<file path="config.mk">
export PLATFORM = sky130hd
export DESIGN_NAME = ex_top
export DESIGN_NICKNAME = d
export VERILOG_FILES = /design/src/rtl/ex_pkg.sv /design/src/rtl/ex_alu.sv /design/src/rtl/ex_branch.sv /design/src/rtl/ex_csr_op.sv /design/src/rtl/ex_long_op.sv /design/src/rtl/ex_commit.sv /design/src/rtl/ex_top.sv
export SDC_FILE = /design/constraint.sdc
export NUM_CORES = 2
export LEC_CHECK = 0
export BUFFER_PORTS_ARGS = -buffer_cell sky130_fd_sc_hd__buf_2
export CORE_AREA = 2 2 398 400
export CTS_CLUSTER_SIZE = 12
export DETAILED_ROUTE_END_ITERATION = 8
export DIE_AREA = 0 0 400 402
export PLACE_DENSITY_LB_ADDON = 0.05
export SYNTH_ARGS = -nofsm -noshare
export SYNTH_HDL_FRONTEND = slang
export SYNTH_SLANG_ARGS = --single-unit
</file>
<file path="constraint.sdc">
create_clock -name clk_i -period 19.48 [get_ports clk_i]
set_input_delay 3.896 -clock clk_i [delete_from_list [all_inputs] [get_ports clk_i]]
set_output_delay 3.896 -clock clk_i [all_outputs]
set_load 0.005 [all_outputs]
</file>
<file path="src/rtl/ex_pkg.sv">
package ex_pkg;

	// datapath and register index widths
	localparam int xlen       = 64;
	localparam int reg_addr_w = 5;

	// major opcodes handled by the execute stage
	localparam logic [6:0] op_imm    = 7'b0010011;
	localparam logic [6:0] op        = 7'b0110011;
	localparam logic [6:0] op_imm_32 = 7'b0011011;
	localparam logic [6:0] op_32     = 7'b0111011;
	localparam logic [6:0] op_branch = 7'b1100011;
	localparam logic [6:0] op_jal    = 7'b1101111;
	localparam logic [6:0] op_jalr   = 7'b1100111;
	localparam logic [6:0] op_lui    = 7'b0110111;
	localparam logic [6:0] op_auipc  = 7'b0010111;
	localparam logic [6:0] op_system = 7'b1110011;

	// integer alu funct3
	localparam logic [2:0] f3_add_sub = 3'b000;
	localparam logic [2:0] f3_sll     = 3'b001;
	localparam logic [2:0] f3_slt     = 3'b010;
	localparam logic [2:0] f3_sltu    = 3'b011;
	localparam logic [2:0] f3_xor     = 3'b100;
	localparam logic [2:0] f3_sr      = 3'b101;
	localparam logic [2:0] f3_or      = 3'b110;
	localparam logic [2:0] f3_and     = 3'b111;

	// 32-bit word forms
	localparam logic [2:0] f3_addw = 3'b000;
	localparam logic [2:0] f3_sllw = 3'b001;
	localparam logic [2:0] f3_srw  = 3'b101;

	// branch conditions
	localparam logic [2:0] f3_beq  = 3'b000;
	localparam logic [2:0] f3_bne  = 3'b001;
	localparam logic [2:0] f3_blt  = 3'b100;
	localparam logic [2:0] f3_bge  = 3'b101;
	localparam logic [2:0] f3_bltu = 3'b110;
	localparam logic [2:0] f3_bgeu = 3'b111;

	// csr read-modify-write, bit 2 selects the immediate source
	localparam logic [2:0] f3_csrrw  = 3'b001;
	localparam logic [2:0] f3_csrrs  = 3'b010;
	localparam logic [2:0] f3_csrrc  = 3'b011;
	localparam logic [2:0] f3_csrrwi = 3'b101;
	localparam logic [2:0] f3_csrrsi = 3'b110;
	localparam logic [2:0] f3_csrrci = 3'b111;

	// m extension groups, word forms share the same codes
	localparam logic [2:0] f3_mul    = 3'b000;
	localparam logic [2:0] f3_mulh   = 3'b001;
	localparam logic [2:0] f3_mulhsu = 3'b010;
	localparam logic [2:0] f3_mulhu  = 3'b011;
	localparam logic [2:0] f3_div    = 3'b100;
	localparam logic [2:0] f3_divu   = 3'b101;
	localparam logic [2:0] f3_rem    = 3'b110;
	localparam logic [2:0] f3_remu   = 3'b111;

	localparam logic [6:0] funct7_base   = 7'b0000000;
	localparam logic [6:0] funct7_alt    = 7'b0100000;
	localparam logic [6:0] funct7_muldiv = 7'b0000001;

	typedef struct packed {
		logic [31:0]           inst;
		logic [xlen-1:0]       op1;
		logic [xlen-1:0]       op2;
		logic [reg_addr_w-1:0] rd;
		logic [xlen-1:0]       base;
		logic [xlen-1:0]       offset;
	} ex_issue_t;

	typedef struct packed {
		logic                  we;
		logic [reg_addr_w-1:0] addr;
		logic [xlen-1:0]       data;
	} wb_req_t;

	typedef struct packed {
		logic            en;
		logic [xlen-1:0] addr;
	} redirect_t;

	// op field is {opcode, funct3}
	typedef struct packed {
		logic            ready;
		logic [xlen-1:0] op1;
		logic [xlen-1:0] op2;
		logic [9:0]      op;
	} long_req_t;

	typedef struct packed {
		logic            busy;
		logic            finish;
		logic [xlen-1:0] data;
	} long_rsp_t;

endpackage

</file>
<file path="src/rtl/ex_alu.sv">
`timescale 1ns/1ps

module ex_alu (
	input  ex_pkg::ex_issue_t issue_i,
	output ex_pkg::wb_req_t   wb_o
);

	import ex_pkg::*;

	logic [6:0]      opcode;
	logic [2:0]      funct3;
	logic [6:0]      funct7;
	// inst[30] picks sub and arithmetic shift
	logic            alt;
	logic [5:0]      shamt;
	logic [4:0]      shamt_w;
	logic [xlen-1:0] sum;
	logic [xlen-1:0] diff;
	logic            lt_s;
	logic            lt_u;
	logic [xlen-1:0] sll_res;
	logic [xlen-1:0] srl_res;
	logic [xlen-1:0] sra_res;
	logic [31:0]     sllw_res;
	logic [31:0]     srlw_res;
	logic [31:0]     sraw_res;
	logic            valid;
	logic [xlen-1:0] data;

	function automatic logic [xlen-1:0] sext32(input logic [31:0] val);
		return {{(xlen-32){val[31]}}, val};
	endfunction

	assign opcode  = issue_i.inst[6:0];
	assign funct3  = issue_i.inst[14:12];
	assign funct7  = issue_i.inst[31:25];
	assign alt     = issue_i.inst[30];
	// shift amount comes in op2, immediate or register alike
	assign shamt   = issue_i.op2[5:0];
	assign shamt_w = issue_i.op2[4:0];

	assign sum  = issue_i.op1 + issue_i.op2;
	assign diff = issue_i.op1 - issue_i.op2;
	assign lt_s = $signed(issue_i.op1) < $signed(issue_i.op2);
	assign lt_u = issue_i.op1 < issue_i.op2;

	// full width shifts, sra fills from bit 63
	assign sll_res = issue_i.op1 << shamt;
	assign srl_res = issue_i.op1 >> shamt;
	assign sra_res = $signed(issue_i.op1) >>> shamt;

	// word shifts only see the low half, sraw fills from bit 31
	assign sllw_res = issue_i.op1[31:0] << shamt_w;
	assign srlw_res = issue_i.op1[31:0] >> shamt_w;
	assign sraw_res = $signed(issue_i.op1[31:0]) >>> shamt_w;

	always_comb begin
		valid = 1'b0;
		data  = '0;
		case (opcode)
			op_imm, op: begin
				// register form needs base or alt funct7, muldiv goes elsewhere
				valid = (opcode == op_imm) || (funct7 == funct7_base) ||
					(funct7 == funct7_alt);
				case (funct3)
					f3_add_sub: data = (opcode == op && alt) ? diff : sum;
					f3_sll:     data = sll_res;
					f3_slt:     data = {{(xlen-1){1'b0}}, lt_s};
					f3_sltu:    data = {{(xlen-1){1'b0}}, lt_u};
					f3_xor:     data = issue_i.op1 ^ issue_i.op2;
					f3_sr:      data = alt ? sra_res : srl_res;
					f3_or:      data = issue_i.op1 | issue_i.op2;
					f3_and:     data = issue_i.op1 & issue_i.op2;
					default:    data = '0;
				endcase
			end
			op_imm_32, op_32: begin
				valid = (opcode == op_imm_32) || (funct7 == funct7_base) ||
					(funct7 == funct7_alt);
				case (funct3)
					f3_addw: data = sext32((opcode == op_32 && alt) ? diff[31:0] : sum[31:0]);
					f3_sllw: data = sext32(sllw_res);
					f3_srw:  data = sext32(alt ? sraw_res : srlw_res);
					default: valid = 1'b0;
				endcase
			end
			op_lui: begin
				// upper immediate already formed in op1
				valid = 1'b1;
				data  = issue_i.op1;
			end
			op_auipc, op_jal, op_jalr: begin
				// pc plus imm, or pc plus 4 as link
				valid = 1'b1;
				data  = sum;
			end
			default: begin
				valid = 1'b0;
			end
		endcase
	end

	// zero when idle so the commit merge can or the sources
	assign wb_o.we   = valid;
	assign wb_o.addr = valid ? issue_i.rd : '0;
	assign wb_o.data = valid ? data : '0;

endmodule

</file>
<file path="src/rtl/ex_branch.sv">
`timescale 1ns/1ps

module ex_branch (
	input  ex_pkg::ex_issue_t issue_i,
	output ex_pkg::redirect_t redirect_o
);

	import ex_pkg::*;

	logic [6:0]      opcode;
	logic [2:0]      funct3;
	logic            eq;
	logic            lt_s;
	logic            lt_u;
	logic            taken;
	logic [xlen-1:0] target;

	assign opcode = issue_i.inst[6:0];
	assign funct3 = issue_i.inst[14:12];

	assign eq     = issue_i.op1 == issue_i.op2;
	assign lt_s   = $signed(issue_i.op1) < $signed(issue_i.op2);
	assign lt_u   = issue_i.op1 < issue_i.op2;
	// pc+imm for branch and jal, rs1+imm for jalr, formed upstream
	assign target = issue_i.base + issue_i.offset;

	always_comb begin
		taken = 1'b0;
		case (opcode)
			op_branch: begin
				case (funct3)
					f3_beq:  taken = eq;
					f3_bne:  taken = ~eq;
					f3_blt:  taken = lt_s;
					f3_bge:  taken = ~lt_s;
					f3_bltu: taken = lt_u;
					f3_bgeu: taken = ~lt_u;
					default: taken = 1'b0;
				endcase
			end
			// jumps are unconditional
			op_jal, op_jalr: taken = 1'b1;
			default:         taken = 1'b0;
		endcase
	end

	assign redirect_o.en   = taken;
	assign redirect_o.addr = taken ? target : '0;

endmodule

</file>
<file path="src/rtl/ex_csr_op.sv">
`timescale 1ns/1ps

module ex_csr_op (
	input  ex_pkg::ex_issue_t         issue_i,
	input  logic [ex_pkg::xlen-1:0]   csr_rdata_i,
	output logic [ex_pkg::xlen-1:0]   csr_wdata_o,
	output ex_pkg::wb_req_t           wb_o
);

	import ex_pkg::*;

	logic [6:0]      opcode;
	logic [2:0]      funct3;
	logic [xlen-1:0] uimm;
	logic [xlen-1:0] src;
	logic            hit;
	logic [xlen-1:0] new_val;

	assign opcode = issue_i.inst[6:0];
	assign funct3 = issue_i.inst[14:12];
	// rs1 field taken as a 5-bit zero-extended immediate
	assign uimm   = {{(xlen-5){1'b0}}, issue_i.inst[19:15]};
	assign src    = funct3[2] ? uimm : issue_i.op1;

	always_comb begin
		hit     = 1'b0;
		new_val = '0;
		if (opcode == op_system) begin
			hit = 1'b1;
			case (funct3)
				f3_csrrw, f3_csrrwi: new_val = src;
				f3_csrrs, f3_csrrsi: new_val = csr_rdata_i | src;
				f3_csrrc, f3_csrrci: new_val = csr_rdata_i & ~src;
				// ecall, ebreak, mret and friends are not csr accesses
				default:             hit = 1'b0;
			endcase
		end
	end

	assign csr_wdata_o = new_val;
	// old csr value lands in rd
	assign wb_o.we     = hit;
	assign wb_o.addr   = hit ? issue_i.rd : '0;
	assign wb_o.data   = hit ? csr_rdata_i : '0;

endmodule

</file>
<file path="src/rtl/ex_long_op.sv">
`timescale 1ns/1ps

module ex_long_op #(
	// 0 claims the multiply group, 1 the divide group
	parameter bit is_div = 1'b0
) (
	input  logic                clk_i,
	input  logic                arst_n_i,
	input  ex_pkg::ex_issue_t   issue_i,
	input  ex_pkg::long_rsp_t   rsp_i,
	output ex_pkg::long_req_t   req_o,
	output ex_pkg::wb_req_t     wb_o,
	output ex_pkg::redirect_t   redirect_o,
	output logic                hold_o
);

	import ex_pkg::*;

	logic [6:0]            opcode;
	logic [2:0]            funct3;
	logic [6:0]            funct7;
	logic                  is_m_op;
	logic                  mul_grp;
	logic                  div_grp;
	logic                  claim;
	logic [reg_addr_w-1:0] rd_q;

	assign opcode  = issue_i.inst[6:0];
	assign funct3  = issue_i.inst[14:12];
	assign funct7  = issue_i.inst[31:25];
	assign is_m_op = (funct7 == funct7_muldiv) && (opcode == op || opcode == op_32);

	always_comb begin
		mul_grp = 1'b0;
		div_grp = 1'b0;
		case (funct3)
			f3_mul:                       mul_grp = 1'b1;
			// high-half products have no word form
			f3_mulh, f3_mulhsu, f3_mulhu: mul_grp = (opcode == op);
			f3_div, f3_divu, f3_rem, f3_remu: div_grp = 1'b1;
			default:                      mul_grp = 1'b0;
		endcase
	end

	assign claim = is_m_op && (is_div ? div_grp : mul_grp);

	// destination of the op in flight, kept until finish
	always_ff @(posedge clk_i or negedge arst_n_i) begin
		if (!arst_n_i) begin
			rd_q <= '0;
		end else if (claim) begin
			rd_q <= issue_i.rd;
		end
	end

	always_comb begin
		req_o.ready = 1'b0;
		req_o.op1   = issue_i.op1;
		req_o.op2   = issue_i.op2;
		req_o.op    = {opcode, funct3};
		wb_o        = '0;
		redirect_o  = '0;
		hold_o      = 1'b0;
		if (claim) begin
			// dispatch, refetch the same instruction while the unit works
			req_o.ready     = 1'b1;
			hold_o          = 1'b1;
			redirect_o.en   = 1'b1;
			redirect_o.addr = issue_i.base + issue_i.offset;
		end else if (rsp_i.finish) begin
			// finish beats busy
			wb_o.we   = 1'b1;
			wb_o.addr = rd_q;
			wb_o.data = rsp_i.data;
		end else if (rsp_i.busy) begin
			req_o.ready = 1'b1;
			hold_o      = 1'b1;
		end
	end

	// unit never sees a request in the cycle its result retires
	a_ready_wb_excl: assert property (@(posedge clk_i) disable iff (!arst_n_i)
		!(claim && rsp_i.finish))
		else $error("long op ready and write-back together");

endmodule

</file>
<file path="src/rtl/ex_commit.sv">
`timescale 1ns/1ps

module ex_commit (
	input  logic                     clk_i,
	input  logic                     arst_n_i,
	input  ex_pkg::wb_req_t          alu_wb_i,
	input  ex_pkg::wb_req_t          csr_wb_i,
	input  ex_pkg::wb_req_t          mul_wb_i,
	input  ex_pkg::wb_req_t          div_wb_i,
	input  ex_pkg::redirect_t        br_redirect_i,
	input  ex_pkg::redirect_t        mul_redirect_i,
	input  ex_pkg::redirect_t        div_redirect_i,
	input  logic                     mul_hold_i,
	input  logic                     div_hold_i,
	input  logic                     csr_we_i,
	input  logic                     int_assert_i,
	input  logic [ex_pkg::xlen-1:0]  int_addr_i,
	output ex_pkg::wb_req_t          rd_wb_o,
	output ex_pkg::redirect_t        redirect_o,
	output logic                     hold_o,
	output logic                     csr_we_o
);

	// sources drive zero when idle, so a plain or merges them
	assign rd_wb_o.we   = ~int_assert_i &
		(alu_wb_i.we | csr_wb_i.we | mul_wb_i.we | div_wb_i.we);
	assign rd_wb_o.addr = alu_wb_i.addr | csr_wb_i.addr | mul_wb_i.addr | div_wb_i.addr;
	assign rd_wb_o.data = alu_wb_i.data | csr_wb_i.data | mul_wb_i.data | div_wb_i.data;

	// interrupt takes the fetch path over any branch or refetch
	assign redirect_o.en   = int_assert_i |
		br_redirect_i.en | mul_redirect_i.en | div_redirect_i.en;
	assign redirect_o.addr = int_assert_i ? int_addr_i :
		(br_redirect_i.addr | mul_redirect_i.addr | div_redirect_i.addr);

	assign hold_o   = mul_hold_i | div_hold_i;
	// no csr update for an instruction being preempted
	assign csr_we_o = csr_we_i & ~int_assert_i;

	// decode keeps alu, csr and finishing units apart
	a_one_wb: assert property (@(posedge clk_i) disable iff (!arst_n_i)
		$onehot0({alu_wb_i.we, csr_wb_i.we, mul_wb_i.we, div_wb_i.we}))
		else $error("more than one write-back source");

	a_one_redirect: assert property (@(posedge clk_i) disable iff (!arst_n_i)
		$onehot0({br_redirect_i.en, mul_redirect_i.en, div_redirect_i.en}))
		else $error("more than one redirect source");

endmodule

</file>
<file path="src/rtl/ex_top.sv">
`timescale 1ns/1ps

module ex_top (
	input  logic                     clk_i,
	input  logic                     arst_n_i,
	input  ex_pkg::ex_issue_t        issue_i,
	input  logic                     csr_we_i,
	input  logic [ex_pkg::xlen-1:0]  csr_rdata_i,
	input  logic                     int_assert_i,
	input  logic [ex_pkg::xlen-1:0]  int_addr_i,
	input  ex_pkg::long_rsp_t        mul_rsp_i,
	input  ex_pkg::long_rsp_t        div_rsp_i,
	output ex_pkg::wb_req_t          rd_wb_o,
	output ex_pkg::redirect_t        redirect_o,
	output logic                     hold_o,
	output logic                     csr_we_o,
	output logic [ex_pkg::xlen-1:0]  csr_wdata_o,
	output ex_pkg::long_req_t        mul_req_o,
	output ex_pkg::long_req_t        div_req_o
);

	import ex_pkg::*;

	wb_req_t   alu_wb;
	wb_req_t   csr_wb;
	wb_req_t   mul_wb;
	wb_req_t   div_wb;
	redirect_t br_redirect;
	redirect_t mul_redirect;
	redirect_t div_redirect;
	logic      mul_hold;
	logic      div_hold;

	// single-cycle paths
	ex_alu u_alu (
		.issue_i (issue_i),
		.wb_o    (alu_wb)
	);

	ex_branch u_branch (
		.issue_i    (issue_i),
		.redirect_o (br_redirect)
	);

	ex_csr_op u_csr (
		.issue_i     (issue_i),
		.csr_rdata_i (csr_rdata_i),
		.csr_wdata_o (csr_wdata_o),
		.wb_o        (csr_wb)
	);

	// external iterative units
	ex_long_op #(.is_div(1'b0)) u_mul (
		.clk_i      (clk_i),
		.arst_n_i   (arst_n_i),
		.issue_i    (issue_i),
		.rsp_i      (mul_rsp_i),
		.req_o      (mul_req_o),
		.wb_o       (mul_wb),
		.redirect_o (mul_redirect),
		.hold_o     (mul_hold)
	);

	ex_long_op #(.is_div(1'b1)) u_div (
		.clk_i      (clk_i),
		.arst_n_i   (arst_n_i),
		.issue_i    (issue_i),
		.rsp_i      (div_rsp_i),
		.req_o      (div_req_o),
		.wb_o       (div_wb),
		.redirect_o (div_redirect),
		.hold_o     (div_hold)
	);

	ex_commit u_commit (
		.clk_i          (clk_i),
		.arst_n_i       (arst_n_i),
		.alu_wb_i       (alu_wb),
		.csr_wb_i       (csr_wb),
		.mul_wb_i       (mul_wb),
		.div_wb_i       (div_wb),
		.br_redirect_i  (br_redirect),
		.mul_redirect_i (mul_redirect),
		.div_redirect_i (div_redirect),
		.mul_hold_i     (mul_hold),
		.div_hold_i     (div_hold),
		.csr_we_i       (csr_we_i),
		.int_assert_i   (int_assert_i),
		.int_addr_i     (int_addr_i),
		.rd_wb_o        (rd_wb_o),
		.redirect_o     (redirect_o),
		.hold_o         (hold_o),
		.csr_we_o       (csr_we_o)
	);

endmodule

</file>
Word level (Yosys, flattened, before mapping)
Cells that the tools add are included.

Output and inout bits: 479. Word-level logic and storage cells: 120. Bits of input ports: 557. Register bits: 10.

Add/sub/neg operators: 3. Reductions and logical operators: 24. Magnitude comparators: 2. Equality and inequality tests: 20. Muxes and demuxes: 36. Shift operators: 6. Bitwise logic cells: 27.

Operators with widths (number): $mux 64 (8); $pmux 64 s8 (1); $or 64x64->64 (7); $pmux 64 s3 (2); $mux 70 (4); $pmux 64 s4 (1); $mux 65 (2); $add 64x64->64 (2); $and 64x64->64 (2); $lt 64x64->1 (2); $eq 64x64->1 (1); $mux 32 (2); $not 64->64 (1); $shl 64x6->64 (1); $shr 64x6->64 (1); $sshr 64x6->64 (1); $sub 64x64->64 (1); $xor 64x64->64 (1); $shl 32x5->32 (1); $shr 32x5->32 (1); $sshr 32x5->32 (1); $eq 7x6->1 const B (4); $eq 7x7->1 const B (4); $eq 7x5->1 const B (3); other kinds (21) (64).

Logic depth before layout (Yosys ltp)
Depth after elaboration: 9. Mapped depth: 21. Gate-level depth less buffers: 15.

Modules after synthesis
A second synthesis with hierarchy kept.

Cell total of the unflattened synthesis: 6948. Area total of the unflattened synthesis: 45128.3 um^2.

By module, submodules not included: ex_alu (cells an instance 3657, area an instance 23731.5 um^2, times used 1, seq. area each 0.0 um^2); ex_branch (cells an instance 883, area an instance 5848.1 um^2, times used 1, seq. area each 0.0 um^2); ex_long_op (u_div) (cells an instance 851, area an instance 5622.9 um^2, times used 1, seq. area each 125.1 um^2); ex_long_op (u_mul) (cells an instance 834, area an instance 5580.4 um^2, times used 1, seq. area each 125.1 um^2); ex_csr_op (cells an instance 442, area an instance 2767.7 um^2, times used 1, seq. area each 0.0 um^2); ex_commit (cells an instance 281, area an instance 1577.8 um^2, times used 1, seq. area each 0.0 um^2).

Least setup slack after synthesis
OpenSTA, ideal clock, no wires.

Path kind: input to output. From: in issue_i[136] (netlist name). To: out rd_wb_o[62] (netlist name). Buffers on the path: 6. Path slack: 7.322 ns. Arrival: 8.262 ns. Required time: 15.584 ns. Cell stages on the path: 19. Cell sequence: inv_1 clkbuf_1 buf_4 buf_6 clkbuf_1 buf_1 ha_1 buf_4 o21ai_0 o21ai_1 a311oi_2 o21ai_2 a21oi_2 o31ai_2 o21a_1 a31oi_2 o21a_1 mux2_1 a311o_1.

RTL lines: start, declared (line ex_top.sv:6) `input ex_pkg::ex_issue_t issue_i,`; end, declared (line ex_top.sv:13) `output ex_pkg::wb_req_t rd_wb_o,`.

==> results.cfg <==
[grt]
first_global_vias = 42200
grt_usage = 0.326
grt_max_degree = 85
use_met2 = 0.495
grt-busiest-layer = met2
antenna_found_initial = 46
grt.met1_usage = 0.473
gr-usage-met3 = 0.0502
grt-ovfl-total = 0
grt_pass1_wl_mm = 370

[place]
gp_congestion = 1.01
dp_slack_ps = 5760
dp_hpwl_mm = 227
io_buffers = 1025

[hold_path]
holdPathStages = 1
hold_class = flop to flop
worstHoldStart = u_mul.rd_q[1]
holdPathEnd = u_mul.rd_q[1]

[drt]
avgRoutedWirePerCell_um = 36.2
dr.pass1.iters = 8
routed-via-count = 45800
drc = 0
totalWireLength_mm = 278
ant_nets = 0
via_per_inst = 5.95
initialDrtViolationCount = 5888

[critical_path]
start_kind = primary input
critPathArrivalTime_ps = 10090
rr_endpoint = u_mul.rd_q[0]
worstPathMaxFanout = 52
cpMaxStageDelayCell = o31ai_1
r2r-start = u_mul.rd_q[0]
end_kind = output port
critPathLaunch = issue_i[226]
critPathMaxStageDelay_ps = 910
r2r_cells = 1
crit_path_cell_trace = buf_2, inv_1, ha_1, nor2_1, nand2_1, nor4_1, nand2_1, nor3_1, xnor2_1, nor4b_1, a211o_2, nor2_4, buf_4, o31ai_1, buf_2
reg2reg_slack_ps = 18730
crit_required_ps = 15580
crit_type = primary input to output port

[synth]
ys.flop_type = dfrtp_1
avgSynthCellArea_um2 = 6.68
yosysSeqAreaShare = 0.00724
yosysUniqueCellTypes = 113
yosys_warnings = 0
ys_seq_elements = 10
synth_edf_count = 0
syn-cell-area_um2 = 34600
syn_inst = 5176
synthArstFlopShare = 1.00
synth.net_count = 5992

[die]
dieArea_um2 = 161000
die_h_um = 402
start_util = 0.220
io_pins = 1036
coreArea_um2 = 157000
core.rowCount = 146
die_w_um = 400

[power]
ir_drop_uv = 28.3
power_density_nw_per_um2 = 35.4
p_leak_uw = 0.0170

[clocking]
clock_sink_count = 10
clock_latency_ps = 230
tritoncts = built
cts_setup_buffers = 0
cts_hold_buffers = 0
cts_resized = 0
cts_made_buffers = 3
htreeDepth = 1
clk_pin_slew_ps = 40
root_buffer = clkbuf_16
clk_path_buf_depth = 2

[finish]
layout_common_cells = 1016 x buf_2, 565 x nand2_1, 490 x a21oi_1
num-fill-cells = 18100
nets = 6420
area_delta_synth_final_pct = 13.7
drive_above_1_share = 0.251
multi_input_area_um2 = 29300
layout_commonest_cell = buf_2
register_area_um2 = 250

[sta]
finalCritPeriodShare = 0.718
finalHoldViolations = 0
slew_violations = 0
worst_pin_slew_ps = 1360
setup_viol = 0
relSlewSlack = 0.0835
layout_setup_ws_ps = 5490
tns_ps = 0
fin_skew_ps = 0
max_freq_mhz = 71.5
rsz0062_at_grt = false
fin_crit_ps = 13990

[flow_run]
drv_cap = 0

[run_status]
status = finished clean
==> logic make-up after synthesis <==
logic type	Yosys count	share of synthesized area
compound gates	1925	0.372
xor+xnor	172	0.0436
fa+ha+maj	259	0.0944
buf+inv	963	0.148
flops	10	0.00724
mux	324	0.134
simple gates	1523	0.200
==> final cells by class <==
type / instances / share of cell area
diodes: 15 / 0.000955
clock buffers: 4 / 0.00226
inverters: 230 / 0.0221
multi-input cells: 4203 / 0.745
flip-flops and latches: 10 / 0.00637
well taps: 2072 / 0.0660
repair buffers: 1156 / 0.157
==> synth_stat cells, drive strengths merged (11+ instances only) <==
| cell | number | area share |
|---|---|---|
| or4 | 11 | 0.0025 |
| a311oi | 15 | 0.0042 |
| a21oi | 495 | 0.072 |
| a222oi | 64 | 0.019 |
| xnor2 | 135 | 0.034 |
| inv | 225 | 0.024 |
| a21boi | 18 | 0.0040 |
| a22oi | 40 | 0.0088 |
| nand3 | 79 | 0.011 |
| nor2b | 37 | 0.0067 |
| o311ai | 15 | 0.0042 |
| o221ai | 39 | 0.010 |
| o41ai | 18 | 0.0061 |
| a221oi | 61 | 0.016 |
| mux4 | 101 | 0.067 |
| and3 | 22 | 0.0040 |
| nand2b | 35 | 0.0065 |
| a31oi | 49 | 0.0092 |
| o31a | 28 | 0.0071 |
| o2111ai | 13 | 0.0035 |
| o21a | 39 | 0.0085 |
| nor4 | 39 | 0.0083 |
| a221o | 19 | 0.0055 |
| or3 | 14 | 0.0025 |
| nand3b | 45 | 0.0098 |
| o21bai | 50 | 0.011 |
| or2 | 15 | 0.0027 |
| clkbuf | 296 | 0.034 |
| xor2 | 37 | 0.0094 |
| o31ai | 138 | 0.030 |
| a211o | 32 | 0.0081 |
| and2 | 23 | 0.0042 |
| o21ai | 431 | 0.063 |
| o211ai | 76 | 0.017 |
| a211oi | 89 | 0.020 |
| nand2 | 566 | 0.061 |
| ha | 256 | 0.093 |
| buf | 437 | 0.089 |
| mux2 | 63 | 0.021 |
| nand4 | 54 | 0.010 |
| nor2 | 462 | 0.050 |
| a21o | 81 | 0.018 |
| o22ai | 34 | 0.0062 |
| mux2i | 160 | 0.046 |
| nor3 | 100 | 0.015 |
==> registers in the layout, indices dropped and copies added (netlist names) <==
register / cells
u_div.rd_q: 5
u_mul.rd_q: 5
==> per-layer routing <==
metal | wire (um) | vias up
li1 | - | 19900
met1 | 127000 | 23100
met2 | 120000 | 2469
met3 | 22600 | 360
met4 | 8980 | 12
met5 | 77 | -
==> through the flow <==
stage / hold WS, ps / cell area, um2 / instances / utilization / total power [uW]
after detailed placement: 493 / 39200 / 7671 / 0.249 / 1310
final: 500 / 39300 / 7690 / 0.250 / 1390
after global routing: 506 / 39300 / 7681 / 0.250 / 1450
after CTS: 503 / 39300 / 7675 / 0.250 / 1360
after global placement: 487 / 39200 / 7671 / 0.249 / 1320
after floorplan: 479 / 34600 / 5176 / - / 772
==> power breakdown <==
part	leakage [uW]	internal, uW	switching (uW)
clock network	0.0000442	30.8	9.18
logic	0.0168	417	913
registers	0.000140	20.9	0.0171
total	0.0170	469	923
==> critical path, delay by kind of cell <==
family                     cells  cell delay [ps]
and+or+nand+nor                7             2730
buffers and inverters          4             1490
AOI/OAI and AO/OA              2             1150
adders and majority gates      1              610
xor gates and xnor gates       1              130
==> worst max path at each step <==
| stage | to | cells past startpoint |
|---|---|---|
| floorplan | rd_wb_o[62] | 19 |
| global placement | redirect_o[39] | 16 |
| detailed placement | redirect_o[47] | 15 |
| CTS | redirect_o[47] | 15 |
| global route | redirect_o[39] | 16 |
| finish | redirect_o[47] | 15 |
Power figures use the tool's default switching activity.
